==> src/source/lsu_macros.svh <==
`ifndef LSU_MACROS_SVH
`define LSU_MACROS_SVH

// --------------------
// Datapath widths
// --------------------
`define LSU_XLEN        32
`define LSU_IMM_W       12

// --------------------
// Local memory
// --------------------
`define LSU_ADDR_W      12    // Byte address
`define LSU_DMEM_WORDS  1024  // Must cover LSU_ADDR_W

`endif

==> src/source/lsu_op_pkg.sv <==
`include "lsu_macros.svh"

package lsu_op_pkg;

  typedef enum logic [1:0] {
    SIZE_B = 2'd0,
    SIZE_H = 2'd1,
    SIZE_W = 2'd2
  } size_t;

  typedef enum logic {
    SIGN_U = 1'b0,
    SIGN_S = 1'b1
  } sign_t;

  typedef logic [4:0] reg_idx_t;

  // Decoded load/store control
  typedef struct packed {
    size_t size;
    sign_t sign;
    logic  is_load;
    logic  is_store;
  } pipe_ctrl_t;

  // Operation as it leaves the issue stage
  typedef struct packed {
    pipe_ctrl_t              ctrl;
    logic [`LSU_XLEN-1:0]    base;
    logic [`LSU_IMM_W-1:0]   imm;
    logic [`LSU_XLEN-1:0]    st_data;
    reg_idx_t                rd;
  } issue_t;

endpackage

==> src/source/lsu_mem_pkg.sv <==
`include "lsu_macros.svh"

package lsu_mem_pkg;

  localparam int BYTES    = `LSU_XLEN / 8;
  localparam int OFFSET_W = $clog2(BYTES);

  typedef logic [`LSU_ADDR_W-OFFSET_W-1:0] word_addr_t;
  typedef logic [OFFSET_W-1:0]             offset_t;
  typedef logic [BYTES-1:0]                byte_en_t;

  typedef enum logic [1:0] {
    EXC_NONE        = 2'd0,
    EXC_LD_MISALIGN = 2'd1,
    EXC_ST_MISALIGN = 2'd2
  } except_t;

  // EX1 result, one word access
  typedef struct packed {
    word_addr_t              word_addr;
    offset_t                 offset;
    byte_en_t                byte_en;
    logic [`LSU_XLEN-1:0]    wdata;     // Already in its byte lanes
    lsu_op_pkg::pipe_ctrl_t  ctrl;
    lsu_op_pkg::reg_idx_t    rd;
    except_t                 except;
  } mem_req_t;

  typedef struct packed {
    logic                    rd_valid;
    lsu_op_pkg::reg_idx_t    rd;
    logic [`LSU_XLEN-1:0]    data;
    logic                    is_store;
    except_t                 except;
  } wb_t;

endpackage

==> src/source/lsu_agen.sv <==
`include "lsu_macros.svh"

module lsu_agen (
  input  lsu_op_pkg::issue_t    i_issue,
  output lsu_mem_pkg::mem_req_t o_req
);

  import lsu_op_pkg::*;
  import lsu_mem_pkg::*;

  logic [`LSU_XLEN-1:0] w_imm_sext;
  logic [`LSU_XLEN-1:0] w_vaddr;
  offset_t              w_offset;
  logic                 w_misalign;
  byte_en_t             w_size_mask;

  // --------------------
  // Address
  // --------------------
  assign w_imm_sext = {{(`LSU_XLEN-`LSU_IMM_W){i_issue.imm[`LSU_IMM_W-1]}}, i_issue.imm};
  assign w_vaddr    = i_issue.base + w_imm_sext;
  assign w_offset   = w_vaddr[OFFSET_W-1:0];

  always_comb begin
    case (i_issue.ctrl.size)
      SIZE_B: begin
        w_misalign  = 1'b0;
        w_size_mask = byte_en_t'(1);
      end
      SIZE_H: begin
        w_misalign  = w_offset[0];
        w_size_mask = byte_en_t'(3);
      end
      SIZE_W: begin
        w_misalign  = (w_offset != '0);
        w_size_mask = '1;
      end
      default: begin
        w_misalign  = 1'b1;  // Undefined size never reaches RAM
        w_size_mask = '0;
      end
    endcase
  end

  // --------------------
  // Request
  // --------------------
  always_comb begin
    o_req.word_addr = w_vaddr[`LSU_ADDR_W-1:OFFSET_W];
    o_req.offset    = w_offset;
    o_req.byte_en   = i_issue.ctrl.is_store ? (w_size_mask << w_offset) : '0;
    o_req.wdata     = i_issue.st_data << {w_offset, 3'b000};
    o_req.ctrl      = i_issue.ctrl;
    o_req.rd        = i_issue.rd;

    if (!w_misalign) begin
      o_req.except = EXC_NONE;
    end else if (i_issue.ctrl.is_load) begin
      o_req.except = EXC_LD_MISALIGN;
    end else begin
      o_req.except = EXC_ST_MISALIGN;
    end
  end

endmodule

==> config.mk <==
export PLATFORM = sky130hd
export DESIGN_NAME = lsu_agen
export DESIGN_NICKNAME = d
export VERILOG_FILES = /design/src/source/lsu_op_pkg.sv /design/src/source/lsu_mem_pkg.sv /design/src/source/lsu_agen.sv
export VERILOG_INCLUDE_DIRS = /design/src /design/src/source
export SDC_FILE = /design/constraint.sdc
export NUM_CORES = 1
export LEC_CHECK = 0
export ABC_AREA = 1
export BUFFER_PORTS_ARGS = -buffer_cell sky130_fd_sc_hd__buf_4
export CORE_ASPECT_RATIO = 0.7
export CORE_MARGIN = 5
export CORE_UTILIZATION = 34
export DETAILED_ROUTE_END_ITERATION = 12
export PLACE_DENSITY = 0.82
export SLEW_MARGIN = 30
export SYNTH_ARGS = -nofsm -noshare
export SYNTH_HDL_FRONTEND = slang
export SYNTH_SLANG_ARGS = --single-unit
==> constraint.sdc <==
create_clock -name vclk -period 1.2
set_input_delay 0.06 -clock vclk [all_inputs]
set_output_delay 0.06 -clock vclk [all_outputs]
set_load 0.03 [all_outputs]
Yosys cells after proc, flatten, opt, wreduce, memory -nomap -nowiden
Cells that the tools add are included.

$add $sub $neg: 1. Equality and inequality tests: 2. Shifts and indexed selects: 2. Multiplexer cells: 5. Reductions and logical operators: 2.

Operator list (count): << shifter 32 x 5 -> 32 bit (1); adder 12 bit (1); one-hot mux 4 bit (3 select lines) (1); two-way mux 2 bit (2); two-way mux 4 bit (1); << shifter 4 x 2 -> 4 bit (1); one-hot mux 1 bit (3 select lines) (1); equality test 2 x 1 -> 1 bit (second input constant) (1); equality test 2 bit (second input constant) (1); zero test 2 bit (1); nonzero test 2 bit (1).

Flip-flop bits (word level): 0. Bits of input ports: 86. Output and inout bits: 60. Logic and storage cells: 12.

Logic depth before layout (Yosys ltp)
Gate-level depths: netlist (run 1).

Depth after elaboration: 4. Depth in mapped cells: 9. Gate-level depth less buffers: 9.

Worst setup path after synthesis (run 1)
Ideal clock, no wire load.

Path type: in2out. Start: input port i_issue[37] (netlist bit). End: output port o_req[44] (netlist bit). Arrival time: 1946 ps. Required time: 1140 ps. Path slack: -806 ps. Stages on the path: 6. Path buffers: 1. Path through: ha_1 -> fa_1 -> buf_4 -> inv_2 -> nand2_1 -> nor3_1.

RTL lines: start: declaration (line lsu_agen.sv:4) `input lsu_op_pkg::issue_t i_issue,`; end: declaration (line lsu_agen.sv:5) `output lsu_mem_pkg::mem_req_t o_req`.

==> results.json, run 1 <==
{
  "status": "complete, but fails checks",
  "violations": "setup timing",
  "wire_per_inst_um": 20.1,
  "worstSetupEndpointType": "output port",
  "max_stage_delay_ps": 650,
  "ys_warn_count": 0,
  "critical_path_arrival_ps": 1620,
  "drt_iter0_drc": 106,
  "synth_cell_types": 27,
  "pwr-share-comb_pct": 100.0,
  "p_total_uw": 3090,
  "drive_gt1_share_pct": 71.0,
  "use_met2_pct": 46.4,
  "avgViaCountPerCell": 5.64,
  "maxSlewHeadroom_pct": 67.3,
  "yosysMostFrequentCell": "nand2_1",
  "busiest_layer": "met2",
  "fillers": 173,
  "period_minus_slack_ps": 1680,
  "start_util_pct": 35.3,
  "routed_wl_um": 8810,
  "postLayoutCellArea_um2": 3480,
  "design.seq.count": 0,
  "final_nets": 490,
  "irDropWorstVdd_mv": 0.579,
  "syn_area_um2": 1390,
  "setup_ws_ps": -476,
  "p_seq_share_pct": 0,
  "hold_path.class": "in2out",
  "fin_crit_sh_pct": 140,
  "place.port_buffers": 114,
  "swShare_pct": 56.1,
  "place_area_um2": 2770,
  "crit_slowest_cell": "fa_2",
  "regArea_um2": 0,
  "firstDrtPassIters": 4,
  "die_y_um": 63.4,
  "p_sw_uw": 1730,
  "yosysTopAreaCellShare_pct": 19.0,
  "fmax_mhz": 596,
  "io_pins": 146,
  "n_clock_buffer": 0,
  "ant_nets": 0,
  "hold_viol": 0,
  "p_leak_uw": 0.00166,
  "path_class": "in2out",
  "crit_chain": "buf_6 > ha_4 > fa_2 > buf_4 > inv_8 > o21ai_1 > o22ai_4 > buf_6",
  "synth_top_cell_by_area": "nand2_1",
  "p_clk_share_pct": 0,
  "worst_pin_slew_ps": 486,
  "grt_pass1_vias": 2356,
  "seq_area_frac_synth_pct": 0,
  "netlist_top_cells_area": "nand2_1 19%, ha_1 14%, nor2_1 10%",
  "syn2layout_area_growth_pct": 151,
  "stdcell_count": 438,
  "globalRouteOverflowTotal": 0,
  "dp_hpwl_um": 4930,
  "grt_setup_unrepaired": "true",
  "num_antenna_cells": 0,
  "p_int_uw": 1360,
  "synth_fp_nets": 356,
  "grt_pass1_wl_um": 11200,
  "setup_viol": 48,
  "syn_area_per_cell_um2": 5.46,
  "grt_max_degree": 22,
  "required_ps": 1140,
  "use_met3_pct": 3.91,
  "netlist_instances": 254,
  "vias": 2471,
  "use_met1_pct": 28.4,
  "finalMaxSlewViolations": 0,
  "utilization_pct": 88.8,
  "cp_max_fo": 10,
  "antenna_found_initial": 0,
  "crit_top_cell": "buf_6",
  "dp_cells": 435,
  "groute.usage.overall_pct": 24.6,
  "core_area_um2": 3920,
  "gp_congestion": 0.853,
  "design.die.area_um2": 5470,
  "p_per_area_nw_per_um2": 887,
  "maxCapViolCount": 0,
  "remaining_drc_errors": 0,
  "hold_slack_ps": 120,
  "synth_common_cells": "70 x nand2_1, 38 x nor2_1, 32 x inv_1",
  "die_w_um": 86.3,
  "num_rows": 19,
  "start_kind": "primary input"
}
## path summary, 6_finish.rpt
check / startpoint / to / slack [ps] / cells past startpoint
worst min-delay path: i_issue[3] / o_req[5] / 120 / 0
worst max-delay path: i_issue[37] / o_req[31] / -480 / 8
## layout by cell type, fill, tap and decap left out, drive strengths merged, types with 3 or more instances in the layout
cell type,n
nand2,72
nand3,12
ha,15
inv,35
buf,150
xor2,6
a21oi,15
a22oi,8
nor2,39
o22ai,7
o21ai,18
nand4,3
## power by group through the flow
stage | clock network, uW | logic (uW) | registers, uW
finish | 0 | 3090 | 0
global placement | 0 | 2360 | 0
CTS | 0 | 2760 | 0
global route | 0 | 3210 | 0
floorplan | 0 | 1560 | 0
detailed placement | 0 | 2400 | 0
## per-stage QoR
| step | worst slack [ps] | setup TNS, ps |
|---|---|---|
| 2_1_floorplan | -361 | -12320 |
| 3_3_place_gp | -438 | -15790 |
| 3_5_place_dp | -459 | -16720 |
| 4_1_cts | -376 | -12700 |
| 5_1_grt | -508 | -17020 |
| 6_report | -476 | -15490 |
## timing repair
item | in CTS | in global routing
gates resized for setup | 99 | 73
setup endpoints to repair | 49 | 49
pin swaps | 16 | 44
hold buffers | 0 | 0
endpoints found under the hold margin | 0 | 0
setup buffers | 2 | 2
## critical path, delay by kind of cell
kind,cells,cell delay [ps]
adders and majority gates,2,800
buffers and inverters,4,490
AOI/OAI and AO/OA,2,270
## layout make-up
class	count	area, um^2	share of cell area [%]
multi-input cells	201	1850	53.0
repair buffers	150	1430	41.1
well taps	52	65.1	1.87
inverters	35	141	4.06
## metal layers
metal | up-vias | part of all wire [%]
li1 | 1075 | -
met1 | 1186 | 36
met2 | 157 | 51
met3 | 53 | 7.8
met4 | 0 | 5.2
met5 | - | 0
## kinds of logic (layout without fill, tap and decap cells)
logic type / Yosys count / count (layout) / share of synthesized area, %
XOR/XNOR: 7 / 7 / 4.42
adder cells (fa/ha/maj): 16 / 16 / 15.0
AO/OA/AOI/OAI: 50 / 50 / 23.6
buffers and inverters: 53 / 185 / 19.5
AND/OR/NAND/NOR: 128 / 128 / 37.5
Power figures use the tool's default switching activity.
==> run 2: changes to the inputs <==
ABC_AREA = unset   (was 1)
CORE_UTILIZATION = 32   (was 34)
PLACE_DENSITY = 0.81   (was 0.82)
==> run 2 against run 1 <==
Compared with the run above:
- the run now fails in 4_1_cts
- synthesized area is 10% lower
- synthesized cell count down 31%
==> results.json, run 2 <==
{
  "outcome.stop_stage": "4_1_cts",
  "error_line": "[ERROR DPL-0033] detailed placement checks failed during check placement.",
  "netlist_instances": 175,
  "post_cts_buffers": 8,
  "synth_cell_types": 34,
  "place.port_buffers": 114,
  "synth_fp_nets": 277,
  "netlist_top_cells_area": "ha_1 15%, mux2i_1 14%, a21oi_1 6.9%",
  "status": "aborted with a tool error",
  "syn_area_um2": 1240,
  "seq_area_frac_synth_pct": 0,
  "num_rows": 18,
  "place_area_um2": 3050,
  "synth_common_cells": "17 x a21oi_1, 17 x mux2i_1, 15 x ha_1, 15 x nor2_1, 12 x and2_1",
  "io_pins": 146,
  "die_w_um": 84.4,
  "syn_area_per_cell_um2": 7.09,
  "postCtsResizedCells": 99,
  "yosysTopAreaCellShare_pct": 15.1,
  "dp_hpwl_um": 4820,
  "die_y_um": 62.1,
  "start_util_pct": 34.2,
  "ys_warn_count": 0,
  "holdBufCountCts": 0,
  "synth_top_cell_by_area": "ha_1",
  "gp_congestion": 0.736
}
## run 2: cell count changes after synthesis, sizes merged, moves of 8 or more
cell,before,now
a211oi,0,9
a22oi,8,0
and2,0,12
clkbuf,0,8
inv,34,4
mux2i,0,17
nand2,72,10
nand3,12,1
nor2,39,15
nor2b,0,10
## run 2: through the flow
step,utilization [%],setup WS (ps),std cells,hold WS (ps)
2_1_floorplan,-,-597,175,161
3_3_place_gp,84.1,-870,365,120
3_5_place_dp,84.1,-912,365,120
## run 2: cell families after synthesis
group	after synthesis	share of synthesized area (%)
simple gates	58	24.6
buf+inv	24	10.5
mux	18	14.6
fa+ha+maj	16	16.7
compound gates	48	25.8
xor+xnor	11	7.76
==> run 3: changes to the inputs <==
CORE_ASPECT_RATIO = unset   (was 0.7)
CORE_UTILIZATION = 30   (was 32)
PLACE_DENSITY = unset   (was 0.81)
PLACE_DENSITY_LB_ADDON = 0.15   (was unset)
clock period = 1.6 ns   (was 1.2 ns; I/O delays follow)
==> run 3 against run 2 <==
Compared with the run above:
- synthesized cell count stayed put
- the flow now finishes, with violations (setup timing)
- synthesized area stayed put
==> results.json, run 3 <==
{
  "p_per_area_nw_per_um2": 663,
  "die_w_um": 74.3,
  "p_int_uw": 1040,
  "antenna_found_initial": 0,
  "syn2layout_area_growth_pct": 159,
  "firstDrtPassIters": 4,
  "crit_chain": "buf_6 > ha_4 > fa_2 > a211oi_4 > o21bai_2 > a2111oi_4 > nor3_2 > xor2_2 > buf_6",
  "grt_setup_unrepaired": "true",
  "finalMaxSlewViolations": 0,
  "n_clock_buffer": 0,
  "synth_cell_types": 34,
  "maxCapViolCount": 0,
  "setup_ws_ps": -292,
  "hold_viol": 0,
  "final_nets": 415,
  "synth_top_cell_by_area": "ha_1",
  "p_seq_share_pct": 0,
  "globalRouteOverflowTotal": 0,
  "grt_pass1_vias": 1810,
  "cp_num_cells": 9,
  "avgViaCountPerCell": 5.02,
  "gp_congestion": 0.847,
  "ant_nets": 0,
  "status": "complete, but fails checks",
  "routed_wl_um": 5350,
  "place_area_um2": 2620,
  "yosysTopAreaCellShare_pct": 15.1,
  "min_to": "o_req[9]",
  "design.seq.count": 0,
  "worst_pin_slew_ps": 388,
  "cp_max_fo": 2,
  "final_cell_mix": "98 x buf_4, 50 x buf_6, 15 x mux2i_1, 10 x ha_1",
  "worstSetupEndpointType": "output port",
  "regArea_um2": 0,
  "fmax_mhz": 528,
  "p_clk_share_pct": 0,
  "start_util_pct": 31.0,
  "wire_per_inst_um": 14.8,
  "syn_area_um2": 1240,
  "critical_path_arrival_ps": 1810,
  "num_rows": 23,
  "synth_fp_nets": 277,
  "swShare_pct": 51.3,
  "max_stage_delay_ps": 360,
  "io_pins": 146,
  "path_buf_inv": 2,
  "start_kind": "primary input",
  "netlist_instances": 175,
  "syn_area_per_cell_um2": 7.09,
  "maxSlewHeadroom_pct": 73.4,
  "grt_pass1_wl_um": 7690,
  "required_ps": 1520,
  "crit_top_cell": "buf_6",
  "grt_max_degree": 21,
  "crit_slowest_cell": "fa_2",
  "setup_viol": 26,
  "vias": 1814,
  "pwr-share-comb_pct": 100.0,
  "core_area_um2": 4000,
  "hold_slack_ps": 160,
  "hold_path.class": "in2out",
  "remaining_drc_errors": 0,
  "synth_common_cells": "17 x a21oi_1, 17 x mux2i_1, 15 x ha_1, 15 x nor2_1, 12 x and2_1",
  "p_total_uw": 2130,
  "irDropWorstVdd_mv": 0.370,
  "violations": "setup timing",
  "fin_crit_sh_pct": 118,
  "netlist_top_cells_area": "ha_1 15%, mux2i_1 14%, a21oi_1 6.9%",
  "dp_hpwl_um": 4020,
  "postLayoutCellArea_um2": 3210,
  "critical-path-top-delay-family": "compound AO/OA/AOI/OAI gates",
  "period_minus_slack_ps": 1890,
  "fillers": 251,
  "groute.usage.overall_pct": 16.7,
  "utilization_pct": 80.4,
  "path_class": "in2out",
  "design.die.area_um2": 5520,
  "min_from": "i_issue[83]",
  "drive_gt1_share_pct": 78.5,
  "holdPathStages": 0,
  "p_leak_uw": 0.00151,
  "multi_input_area_um2": 1680,
  "ys_warn_count": 0,
  "mostFrequentLayoutCell": "buf_4",
  "drt_iter0_drc": 25,
  "p_sw_uw": 1090,
  "num_antenna_cells": 0,
  "holdBufCountCts": 0,
  "place.port_buffers": 114,
  "seq_area_frac_synth_pct": 0,
  "die_y_um": 74.3
}
==> run 3: through the flow <==
step           setup TNS [ps]  cells  worst slack [ps]
2_1_floorplan            -717    175              -240
3_3_place_gp            -4450    346              -455
3_5_place_dp            -4410    346              -487
4_1_cts                 -1140    356              -371
5_1_grt                 -3370    361              -357
6_report                -1720    361              -292
==> run 3: how the worst max path moves through the flow <==
stage | from | to | slack, ps
after CTS | i_issue[49] | o_req[56] | -370
after floorplan | i_issue[37] | o_req[56] | -240
after global routing | i_issue[49] | o_req[56] | -360
after detailed placement | i_issue[37] | o_req[56] | -490
final | i_issue[49] | o_req[56] | -290
after global placement | i_issue[37] | o_req[56] | -450
==> run 3: area by class of cell <==
type                       count  area share [%]
tap                           50            1.95
inverter                       4           0.467
multi-input combinational    151            52.4
timing repair buffer         156            45.2
==> run 3: logic make-up after synthesis <==
kind of cell	Yosys count	synth area share [%]
XOR/XNOR	11	7.76
buffers and inverters	24	10.5
AND/OR/NAND/NOR	58	24.6
multiplexers	18	14.6
AO/OA/AOI/OAI	48	25.8
adder cells (fa/ha/maj)	16	16.7
==> run 3: power by group through the flow <==
stage               combinational, uW  sequential, uW  clock [uW]
floorplan                        1150               0           0
global placement                 1720               0           0
detailed placement               1730               0           0
CTS                              1970               0           0
global route                     2250               0           0
finish                           2130               0           0
==> run 3: metal layers <==
metal	wire length, um	share of wire (%)	up-vias	GRT usage, %
li1	-	-	877	-
met1	1920	36	857	19.2
met2	2920	55	76	33.7
met3	472	8.8	4	2.70
met4	42	0.78	0	0.791
met5	0	0	-	0
==> run 3: what timing repair did <==
item                       in CTS  in global routing
setup endpoints to repair      35                 42
cloned                          1                  0
buffers inserted                9                  6
gates resized for setup        46                 63
pin swaps                      18                 37
