===== src/source/lsu_macros.svh =====
`ifndef LSU_MACROS_SVH
`define LSU_MACROS_SVH

// --------------------
// Datapath widths
// --------------------
`define LSU_XLEN        32
`define LSU_IMM_W       12

// --------------------
// Local memory
// --------------------
`define LSU_ADDR_W      12    // Byte address
`define LSU_DMEM_WORDS  1024  // Must cover LSU_ADDR_W

`endif


===== src/source/lsu_op_pkg.sv =====
`include "lsu_macros.svh"

package lsu_op_pkg;

  typedef enum logic [1:0] {
    SIZE_B = 2'd0,
    SIZE_H = 2'd1,
    SIZE_W = 2'd2
  } size_t;

  typedef enum logic {
    SIGN_U = 1'b0,
    SIGN_S = 1'b1
  } sign_t;

  typedef logic [4:0] reg_idx_t;

  // Decoded load/store control
  typedef struct packed {
    size_t size;
    sign_t sign;
    logic  is_load;
    logic  is_store;
  } pipe_ctrl_t;

  // Operation as it leaves the issue stage
  typedef struct packed {
    pipe_ctrl_t              ctrl;
    logic [`LSU_XLEN-1:0]    base;
    logic [`LSU_IMM_W-1:0]   imm;
    logic [`LSU_XLEN-1:0]    st_data;
    reg_idx_t                rd;
  } issue_t;

endpackage


===== src/source/lsu_mem_pkg.sv =====
`include "lsu_macros.svh"

package lsu_mem_pkg;

  localparam int BYTES    = `LSU_XLEN / 8;
  localparam int OFFSET_W = $clog2(BYTES);

  typedef logic [`LSU_ADDR_W-OFFSET_W-1:0] word_addr_t;
  typedef logic [OFFSET_W-1:0]             offset_t;
  typedef logic [BYTES-1:0]                byte_en_t;

  typedef enum logic [1:0] {
    EXC_NONE        = 2'd0,
    EXC_LD_MISALIGN = 2'd1,
    EXC_ST_MISALIGN = 2'd2
  } except_t;

  // EX1 result, one word access
  typedef struct packed {
    word_addr_t              word_addr;
    offset_t                 offset;
    byte_en_t                byte_en;
    logic [`LSU_XLEN-1:0]    wdata;     // Already in its byte lanes
    lsu_op_pkg::pipe_ctrl_t  ctrl;
    lsu_op_pkg::reg_idx_t    rd;
    except_t                 except;
  } mem_req_t;

  typedef struct packed {
    logic                    rd_valid;
    lsu_op_pkg::reg_idx_t    rd;
    logic [`LSU_XLEN-1:0]    data;
    logic                    is_store;
    except_t                 except;
  } wb_t;

endpackage


===== src/source/lsu_load_align.sv =====
`include "lsu_macros.svh"

module lsu_load_align (
  input  lsu_mem_pkg::mem_req_t i_req,
  input  logic [`LSU_XLEN-1:0]  i_rdata,
  output lsu_mem_pkg::wb_t      o_wb
);

  import lsu_op_pkg::*;
  import lsu_mem_pkg::*;

  logic [`LSU_XLEN-1:0] w_shift;
  logic [`LSU_XLEN-1:0] w_ext;
  logic                 w_signed;
  logic                 w_ld_ok;

  assign w_shift  = i_rdata >> {i_req.offset, 3'b000};
  assign w_signed = (i_req.ctrl.sign == SIGN_S);
  assign w_ld_ok  = i_req.ctrl.is_load && (i_req.except == EXC_NONE);

  // Lane select and extend
  always_comb begin
    case (i_req.ctrl.size)
      SIZE_B:  w_ext = {{(`LSU_XLEN-8){w_signed & w_shift[7]}}, w_shift[7:0]};
      SIZE_H:  w_ext = {{(`LSU_XLEN-16){w_signed & w_shift[15]}}, w_shift[15:0]};
      SIZE_W:  w_ext = w_shift;
      default: w_ext = '0;
    endcase
  end

  always_comb begin
    o_wb.rd_valid = w_ld_ok && (i_req.rd != '0);  // x0 never written
    o_wb.rd       = i_req.rd;
    o_wb.data     = w_ld_ok ? w_ext : '0;
    o_wb.is_store = i_req.ctrl.is_store;
    o_wb.except   = i_req.except;
  end

endmodule


===== config.mk =====
export PLATFORM = sky130hd
export DESIGN_NAME = lsu_load_align
export DESIGN_NICKNAME = d
export VERILOG_FILES = /design/src/source/lsu_op_pkg.sv /design/src/source/lsu_mem_pkg.sv /design/src/source/lsu_load_align.sv
export VERILOG_INCLUDE_DIRS = /design/src /design/src/source
export SDC_FILE = /design/constraint.sdc
export NUM_CORES = 1
export LEC_CHECK = 0
export BUFFER_PORTS_ARGS = -buffer_cell sky130_fd_sc_hd__buf_2
export CORE_AREA = 2 2 58 60
export DETAILED_ROUTE_END_ITERATION = 12
export DIE_AREA = 0 0 60 62
export PLACE_DENSITY_LB_ADDON = 0.15
export SYNTH_ARGS = -nofsm -noshare
export SYNTH_HDL_FRONTEND = slang
export SYNTH_SLANG_ARGS = --single-unit

===== constraint.sdc =====
create_clock -name vclk -period 1.5
set_input_delay 0.15 -clock vclk [all_inputs]
set_output_delay 0.15 -clock vclk [all_outputs]
set_load 0.02 [all_outputs]

# Yosys cells after proc, flatten, opt, wreduce, memory -nomap -nowiden
# Cells that the tools add are included.
# classes
eq_ne	2
n_shift	1
mux	2
bitwise	2
reduce_logical	5
# ops
operator	count
32-bit case mux with 3 select lines	1
32-bit two-way mux	1
32-bit by 5-bit right shift with 32-bit output	1
5-bit nonzero test	1
2-bit zero test	2
1-bit AND	2
2-bit by 1-bit equality test with 1-bit output (second input constant)	1
2-bit equality test (second input constant)	1
1-bit logical AND	2
# totals
reg_bits	0
inputBits	92
output_inout_bits	41
wordCells	12

# Longest topological paths before layout
# Gate-level depths: netlist (run 1).
# logic_depth
depth_word	4
mapped_depth	5
mapped_depth_nobuf	3

# Worst setup path after synthesis (run 1)
# Ideal clock, no wire load.
# synth_timing
path_kind	in2out
start	input port i_req[1] in the netlist's numbering
end	output port o_wb[25] in the netlist's numbering
arrival_ns	1.436
t_required_ns	1.350
path_slack_ns	-0.086
path_stages	4
n_path_buf	1
path_cell_list	nor3b_4 -> o2111ai_4 -> buf_6 -> o32ai_1
# synth_lines
element	line_no	rtl
start: declaration	lsu_load_align.sv:4	input lsu_mem_pkg::mem_req_t i_req,
end: declaration	lsu_load_align.sv:6	output lsu_mem_pkg::wb_t o_wb

==> summary.md, run 1 <==
| Metric | Value |
|---|---|
| Outcome | `finished with violations` |
| Violated checks | `negative setup slack` |
| Vias post-DR | `1370` |
| Sequential cell area | `0 um^2` |
| Dpl hpwl | `2890 um` |
| Post-synthesis adder-cell area fraction | `0` |
| Clock Buffer Count | `0` |
| Hold Crit Start | `i_req[7]` |
| Starting Density | `0.310` |
| Io pins | `133` |
| Die Ht | `62 um` |
| Gr ovfl total | `0` |
| I/O Buffers | `85` |
| Fillers | `289` |
| Pwr dens | `263 nW/um^2` |
| Maximum VDD drop | `0.0972 mV` |
| Mapped Nets | `213` |
| Final setup vio count | `4` |
| Routed wire length | `4020 um` |
| Relative slew margins | `0.704` |
| Tot GR Track Use | `0.197` |
| Hold endpoint | `o_wb[2]` |
| Via density | `5.39` |
| First-pass GRT wire length | `5790 um` |
| Pin count of the biggest net entering global routing | `17` |
| Number of global-route vias before repair | `1256` |
| Die area | `3720 um^2` |
| Share of layout cells above drive strength 1 | `0.769` |
| DR pass1 iterations | `4` |
| Setup TNS | `-0.0208 ns` |
| Pre-CTS setup slack | `-0.0970 ns` |
| Period utilization | `1.00` |
| Slew of the pin with the lowest slew margin | `0.443 ns` |
| Synth Instances | `121` |
| Achievable Freq | `663 MHz` |
| CP Class | `in2out` |
| Leakage | `0.878 nW` |
| Max cap viols | `0` |
| Site row count | `21` |
| Final #Nets | `302` |
| XOR/XNOR share of the synthesized area | `0` |
| Post-Synth Simple-Gate Area | `0.244` |
| Dpl cell area | `1540 um^2` |
| Area Growth Syn to Fin | `93.9%` |
| Final ANT Viol Nets | `0` |
| Critical path launch point type | `primary input` |
| Synth warnings | `0` |
| Multi-input logic area | `1090 um^2` |
| Setup ws final | `-0.00742 ns` |
| Post-Syn Area | `985 um^2` |
| Slew Viols, Final | `0` |
| Synth Area in Compound Gates | `0.305` |
| Residual DRC | `0` |
| Die Width | `60 um` |
| RSZ-0062 raised after global routing | `yes` |
| Largest family of logic cells by synthesized area | `compound AO/OA/AOI/OAI gates` |
| Final hold viol count | `0` |
| Post-cts hold buffer count | `0` |
| Post-synthesis cell type count | `32` |
| DRT iter0 DRCs | `29` |
| Wirelength per Cell | `15.8 um` |
| FF+latch count | `0` |
| Initial antenna violation count | `0` |
| Worst EP required | `1.35 ns` |
| Avg Inst Size Synth | `8.14 um^2` |
| Worst Path Arrival | `1.36 ns` |
| Seq/Total Area, Yosys | `0` |
| Tmin final | `1.51 ns` |
| Hold crit path type | `in2out` |
| Antenna diode count | `0` |
| Depth of the worst hold-timing path | `0` |
| Final instance area | `1910 um^2` |
| RD Place Congestion | `0.788` |
| Post-synthesis mux area share | `0.304` |
| Hold WS | `0.300 ns` |
| Crit Path Max Fanout | `7` |
| CP Capture Type | `output pin` |
| Core area | `3180 um^2` |
[critical path: stages]
cell and delay, ns:
buf_12 0.09, mux4_2 0.55, a21oi_4 0.19, buf_12 0.15
nor3_2 0.05, buf_4 0.16
[cell families (layout without fill, tap and decap cells)]
logic type | Yosys count | count (layout)
muxes | 26 | 26
buffers and inverters | 22 | 108
and+or+nand+nor | 39 | 39
AOI/OAI and AO/OA | 34 | 35
[cells in the final DEF, fill, tap and decap left out, drive strengths merged]
cell and n:
o2111ai 2, mux2 8, nand2 5, nand4 8, mux2i 16, o31ai 8
inv 2, o21a 1, or2 1, nor3 8, o22ai 1, o32ai 8
a21oi 1, mux4 2, nor2 9, nand3 2, nor3b 2, a211oi 7
and3 1, nor2b 1, clkbuf 1, and2b 1, or4 1, buf 105
a221oi 7
[power breakdown]
part           switching (mW)  leakage [nW]  internal, mW
clock network               0             0             0
registers                   0             0             0
logic                   0.270         0.878         0.232
total                   0.270         0.878         0.232
[synthesized netlist by cell type (2+ instances only)]
cell	number	area (um^2)
nand2_1	5	18.8
mux2i_1	16	160
nand4_1	8	50.1
nor3_1	7	35.0
buf_4	10	75.1
buf_6	3	33.8
mux2_2	7	78.8
inv_1	2	7.51
mux4_2	2	45.0
nand3_1	2	10.0
o31ai_1	8	60.1
nor3b_4	2	37.5
nor2_1	8	30.0
a221oi_1	7	61.3
clkbuf_1	4	15.0
o32ai_1	8	70.1
a211oi_1	7	52.6
[layer usage]
metal | global-route usage | wire length (um)
met1 | 0.254 | 1630
met2 | 0.354 | 2030
met3 | 0.0414 | 360
met4 | 0.00952 | 0
met5 | 0 | 0
[worst max path at each step]
| stage | depth (start not counted) | start | endpoint |
|---|---|---|---|
| final | 6 | i_req[49] | o_wb[13] |
| after global routing | 6 | i_req[49] | o_wb[16] |
| after CTS | 8 | i_req[0] | o_wb[17] |
| after detailed placement | 5 | i_req[49] | o_wb[17] |
| after global placement | 5 | i_req[49] | o_wb[17] |
| after floorplan | 4 | i_req[1] | o_wb[25] |
[area by class of cell]
| class | count | area share |
|---|---|---|
| Multi-Input combinational cell | 100 | 0.573 |
| Timing Repair Buffer | 106 | 0.393 |
| Tap cell | 46 | 0.0301 |
| Inverter | 2 | 0.00393 |
[through the flow]
stage | instances | power (mW) | utilization
after floorplan | 121 | 0.254 | -
after global placement | 249 | 0.400 | 0.485
after detailed placement | 249 | 0.408 | 0.485
after CTS | 252 | 0.433 | 0.514
after global routing | 254 | 0.536 | 0.601
final | 254 | 0.502 | 0.601
[repair_timing]
action,4_1_cts,5_1_grt
cloned,1,1
setup endpoints to repair,23,27
pin swaps,4,15
resized for setup,12,51
buffers inserted,2,1
Note: power is estimated with default switching activity, not from simulation.
==> run 2: changes to the inputs <==
--- a/config.mk
+++ b/config.mk
@@ -6,10 +6,11 @@
 export SDC_FILE = /design/constraint.sdc
 export NUM_CORES = 1
 export LEC_CHECK = 0
+export ABC_CLOCK_PERIOD_IN_PS = 1500
 export BUFFER_PORTS_ARGS = -buffer_cell sky130_fd_sc_hd__buf_2
-export CORE_AREA = 2 2 58 60
+export CORE_AREA = 8 8 64 66
 export DETAILED_ROUTE_END_ITERATION = 12
-export DIE_AREA = 0 0 60 62
+export DIE_AREA = 0 0 72 74
 export PLACE_DENSITY_LB_ADDON = 0.15
 export SYNTH_ARGS = -nofsm -noshare
 export SYNTH_HDL_FRONTEND = slang
==> constraint.sdc (replaced) <==
create_clock -name vclk -period 1.5
set_input_delay 0.225 -clock vclk [all_inputs]
set_output_delay 0.225 -clock vclk [all_outputs]
set_load 0.02 [all_outputs]
==> run 2 against run 1 <==
Against the previous run: the flow still finishes with violations (negative setup slack); die area rose by 43%; first-iteration DRC count rose by 100%; sequential cell count did not move; combinational power rose by 9.4%; setup slack got worse by 0.16 ns; design area rose by 9.4%; via count rose by 4.2%; core utilization rose by 5.7 points; sequential share of layout area did not move; critical endpoint is now o_wb[25].
==> summary.md, run 2 (same netlist as run 1, synthesis figures left out) <==
| Metric | Value |
|---|---|
| Die Ht | `74 um (+19%)` |
| Final setup vio count | `28 (+24)` |
| Die area | `5330 um^2 (+43%)` |
| Via density | `5.45 (+0.98%)` |
| Final #Nets | `310 (+2.6%)` |
| Max cap viols | `0 (unchanged)` |
| Leakage | `0.932 nW (+6.1%)` |
| Pwr dens | `263 nW/um^2 (about the same)` |
| Post-cts hold buffer count | `0 (unchanged)` |
| Sequential cell area | `0 um^2 (unchanged)` |
| Die Width | `72 um (+20%)` |
| Antenna diode count | `0 (unchanged)` |
| Final Util | `0.657 (+0.0567)` |
| Slew of the pin with the lowest slew margin | `0.250 ns (-0.193 ns)` |
| Outcome | `finished with violations` |
| First-pass GRT wire length | `7200 um (+24%)` |
| FF+latch count | `0 (unchanged)` |
| Pre-CTS setup slack | `-0.284 ns (-0.187 ns)` |
| Io pins | `133 (unchanged)` |
| Worst EP required | `1.27 ns (-0.08 ns)` |
| Dpl hpwl | `3640 um (+26%)` |
| Starting Density | `0.310 (unchanged)` |
| I/O Buffers | `85 (unchanged)` |
| Setup ws final | `-0.168 ns (-0.161 ns)` |
| Initial antenna violation count | `0 (unchanged)` |
| Worst Path Arrival | `1.44 ns (+0.08 ns)` |
| Maximum VDD drop | `0.134 mV (+38%)` |
| Number of global-route vias before repair | `1463 (+16%)` |
| Hold crit path type | `in2out` |
| Residual DRC | `0 (unchanged)` |
| CP Capture Type | `output pin` |
| DR pass1 iterations | `4 (unchanged)` |
| Routed wire length | `4800 um (+19%)` |
| Tmin final | `1.67 ns (+0.161 ns)` |
| Core area | `3180 um^2 (unchanged)` |
| Crit Path Max Fanout | `10 (+3)` |
| Worst setup path end | `o_wb[25]` |
| DRT iter0 DRCs | `58 (+100%)` |
| Pin count of the biggest net entering global routing | `23 (+6)` |
| Crit path from | `i_req[49]` |
| Depth of the worst hold-timing path | `0 (unchanged)` |
| Final ANT Viol Nets | `0 (unchanged)` |
| Site row count | `21 (unchanged)` |
| Period utilization | `1.11 (+0.107)` |
| Wirelength per Cell | `18.3 um (+16%)` |
| Pwr Total | `0.549 mW (+9.4%)` |
| Gr ovfl total | `0 (unchanged)` |
| Share of layout cells above drive strength 1 | `0.782 (+0.0132)` |
| Slew Viols, Final | `0 (unchanged)` |
| Hold WS | `0.450 ns (+0.150 ns)` |
| Area Growth Syn to Fin | `112%` |
| Most frequent cells in the layout | `52 x buf_2, 36 x buf_4, 17 x buf_6` |
| Final hold viol count | `0 (unchanged)` |
| RD Place Congestion | `0.790 (+0.25%)` |
| Achievable Freq | `599 MHz (-9.6%)` |
| Clock Buffer Count | `0 (unchanged)` |
| RSZ-0062 raised after global routing | `yes` |
| Leading cell type in the layout, fill and taps excluded | `buf_2` |
| Vias post-DR | `1427 (+4.2%)` |
| Multi-input logic area | `1120 um^2 (+2.2%)` |
| Relative slew margins | `0.828 (+0.124)` |
| Fillers | `260 (-10%)` |
| Tot GR Track Use | `0.160 (-0.0363)` |
| CP Class | `in2out` |
| Violated checks | `negative setup slack` |
| Setup TNS | `-3.17 ns (-3.15 ns)` |
| Critical path launch point type | `primary input` |
run 2: changes by cell type in the layout (fill, tap and decap cells not counted), moves of 3 or more:
cell / before / now
buf_4: 29 / 36
o32ai_2: 8 / 4
o31ai_4: 0 / 8
o31ai_2: 7 / 0
buf_8: 0 / 3
buf_2: 64 / 52
buf_6: 6 / 17
o32ai_1: 0 / 3
run 2: layer usage:
layer | global-route usage | vias up | share of wire
met3 | 0.0431 | 4 | 0.078
met5 | 0 | - | 0
met4 | 0.0295 | 0 | 0.011
met1 | 0.187 | 695 | 0.38
li1 | - | 681 | -
met2 | 0.287 | 47 | 0.53
run 2: area by class of cell:
class / count / area share
Multi-Input combinational cell: 99 / 0.535
Tap cell: 46 / 0.0275
Timing Repair Buffer: 115 / 0.434
Inverter: 2 / 0.00359
run 2: through the flow:
stage / cell area (um^2) / std cells
floorplan: 1130 / 121
global placement: 1700 / 255
detailed placement: 1700 / 255
CTS: 1970 / 259
global route: 2090 / 262
finish: 2090 / 262
run 2: critical path: stages:
cell     delay (ns)
buf_12         0.09
mux4_2         0.52
nor2_4         0.15
buf_12         0.18
o32ai_2        0.09
buf_4          0.17
run 2: worst min path at each step:
stage                  start  endpoint  slack, ns
global route        i_req[7]   o_wb[2]       0.45
floorplan           i_req[0]   o_wb[0]       0.56
detailed placement  i_req[7]   o_wb[2]       0.45
global placement    i_req[7]   o_wb[2]       0.45
finish              i_req[7]   o_wb[2]       0.45
CTS                 i_req[7]   o_wb[2]       0.45
run 2: timing repair:
item                       4_1_cts  5_1_grt
gates resized for setup         63       22
pin swaps                        6        1
setup endpoints to repair       32       32
gates cloned                     1        0
setup buffers                    3        3
run 2: power by group:
group          leakage, nW  switching (mW)  total, mW  internal, mW
logic                0.932           0.286      0.549         0.263
registers                0               0          0             0
clock network            0               0          0             0
total                0.932           0.286      0.549         0.263
==> run 3: changes to the inputs <==
--- a/config.mk
+++ b/config.mk
@@ -15,3 +15,4 @@
 export SYNTH_ARGS = -nofsm -noshare
 export SYNTH_HDL_FRONTEND = slang
 export SYNTH_SLANG_ARGS = --single-unit
+export TNS_END_PERCENT = 20
==> run 3 against run 2 <==
Against the previous run: the run still ends with negative setup slack left; power is 3.3% lower; core utilization is 0.16 points higher; combinational power is 3% lower; critical path depth stayed put; sequential cell count stayed put; final cell count stayed put; first-iteration DRC count is 64% lower; worst hold slack hardly changed; setup slack worse by 0.016 ns; design area is 0.24% higher; die area stayed put; sequential share of layout area stayed put; critical path type unchanged; critical endpoint is now o_wb[21].
==> summary.md, run 3 (same netlist as run 1, synthesis figures left out) <==
| Metric | Value |
|---|---|
| Setup TNS | `-3.36 ns (-0.190 ns)` |
| Gr ovfl total | `0 (unchanged)` |
| Crit Path Max Fanout | `7 (-3)` |
| Achievable Freq | `594 MHz (-0.94%)` |
| CP Capture Type | `output pin` |
| Post-cts hold buffer count | `0 (unchanged)` |
| Critical path launch point type | `primary input` |
| Worst Path Arrival | `1.46 ns (+0.02 ns)` |
| Share of layout cells above drive strength 1 | `0.759 (-0.0231)` |
| Pre-CTS setup slack | `-0.275 ns (+0.00903 ns)` |
| Tmin final | `1.68 ns (+0.0158 ns)` |
| First-pass GRT wire length | `6510 um (-9.7%)` |
| DRT iter0 DRCs | `21 (-64%)` |
| Wirelength per Cell | `17.7 um (-3.6%)` |
| Crit path max-delay family | `multiplexers` |
| CP Class | `in2out` |
| Non-Filler Instances | `262 (unchanged)` |
| Slew Viols, Final | `0 (unchanged)` |
| Area Growth Syn to Fin | `113%` |
| Period utilization | `1.12 (+0.0105)` |
| Final hold viol count | `0 (unchanged)` |
| Pwr Total | `0.531 mW (-3.3%)` |
| Worst EP required | `1.27 ns (about the same)` |
| Max cap viols | `0 (unchanged)` |
| Starting Density | `0.310 (unchanged)` |
| Antenna diode count | `0 (unchanged)` |
| Final setup vio count | `24 (-14%)` |
| Most frequent cells in the layout | `56 x buf_2, 32 x buf_4, 20 x buf_6` |
| Clock Buffer Count | `0 (unchanged)` |
| I/O Buffers | `85 (unchanged)` |
| Final #Nets | `310 (unchanged)` |
| Final ANT Viol Nets | `0 (unchanged)` |
| Routed wire length | `4630 um (-3.6%)` |
| Final Util | `0.659 (+0.00157)` |
| Hold crit path type | `in2out` |
| Die area | `5330 um^2 (unchanged)` |
| CP Cell Sequence | `buf_12 > mux4_2 > nor2_4 > buf_8 > o32ai_2 > buf_4` |
| Maximum VDD drop | `0.103 mV (-23%)` |
| Placed Cells | `255 (unchanged)` |
| Leading cell type in the layout, fill and taps excluded | `buf_2` |
| Vias post-DR | `1433 (+0.42%)` |
| Io pins | `133 (unchanged)` |
| Site row count | `21 (unchanged)` |
| Dpl hpwl | `3480 um (-4.4%)` |
| Violated checks | `negative setup slack` |
| Relative slew margins | `0.805 (-0.0240)` |
| Pwr dens | `253 nW/um^2 (-3.5%)` |
| Worst path slowest cell | `mux4_2` |
| Sequential cell area | `0 um^2 (unchanged)` |
| Wl on met1 | `1790 um (-2.1%)` |
| Met3 WL | `272 um (-27%)` |
| Die Ht | `74 um (unchanged)` |
| Residual DRC | `0 (unchanged)` |
| Leakage | `0.953 nW (+2.3%)` |
| RD Place Congestion | `0.793 (+0.46%)` |
| Setup ws final | `-0.184 ns (-0.0158 ns)` |
| Met2 Wirelength | `2550 um (+0.16%)` |
| Outcome | `finished with violations` |
| Core area | `3180 um^2 (unchanged)` |
| DR pass1 iterations | `4 (unchanged)` |
| Max incr delay on CP | `0.52 ns (about the same)` |
| Tot GR Track Use | `0.145 (-0.0152)` |
| Top Layer Used | `met4` |
| Number of global-route vias before repair | `1413 (-3.4%)` |
| Die Width | `72 um (unchanged)` |
| Slew of the pin with the lowest slew margin | `0.285 ns (+0.0349 ns)` |
| Worst Path Buf+Inv | `3 (unchanged)` |
| FF+latch count | `0 (unchanged)` |
| Via density | `5.47 (+0.42%)` |
| Pin count of the biggest net entering global routing | `31 (+35%)` |
| Initial antenna violation count | `0 (unchanged)` |
| RSZ-0062 raised after global routing | `yes` |
run 3: cell count changes in the layout (fill, tap and decap cells not counted), sizes merged:
cell / change
buf: -1
clkbuf: +1
run 3: per-stage QoR:
stage	cell area, um^2	hold slack [ns]
floorplan	1080	0.563
global placement	1640	0.450
detailed placement	1640	0.450
CTS	1790	0.450
global route	2090	0.450
finish	2090	0.450
run 3: area by class of cell:
cell class / instances / area [um^2]
Multi-Input combinational cell: 99 / 1140
Fill cell: 262 / 1080
Inverter: 2 / 7.51
Timing Repair Buffer: 115 / 886
Tap cell: 46 / 57.6
run 3: worst paths after layout:
check	start	to	slack (ns)	cells after the start
max	i_req[49]	o_wb[21]	-0.18	6
min	i_req[7]	o_wb[2]	0.45	0
run 3: metal layers:
| metal | global-route usage | up-vias |
|---|---|---|
| met5 | 0 | - |
| li1 | - | 682 |
| met1 | 0.164 | 686 |
| met3 | 0.0229 | 4 |
| met2 | 0.291 | 61 |
| met4 | 0 | 0 |
run 3: what timing repair did:
item                       4_1_cts  5_1_grt
gates cloned                     1        2
gates resized for setup         24       65
setup endpoints to repair       32       31
pin swaps                        1       22
setup buffers                    4        3
run 3: where the power goes:
group          internal, mW  switching [mW]
registers                 0               0
logic                 0.250           0.281
clock network             0               0
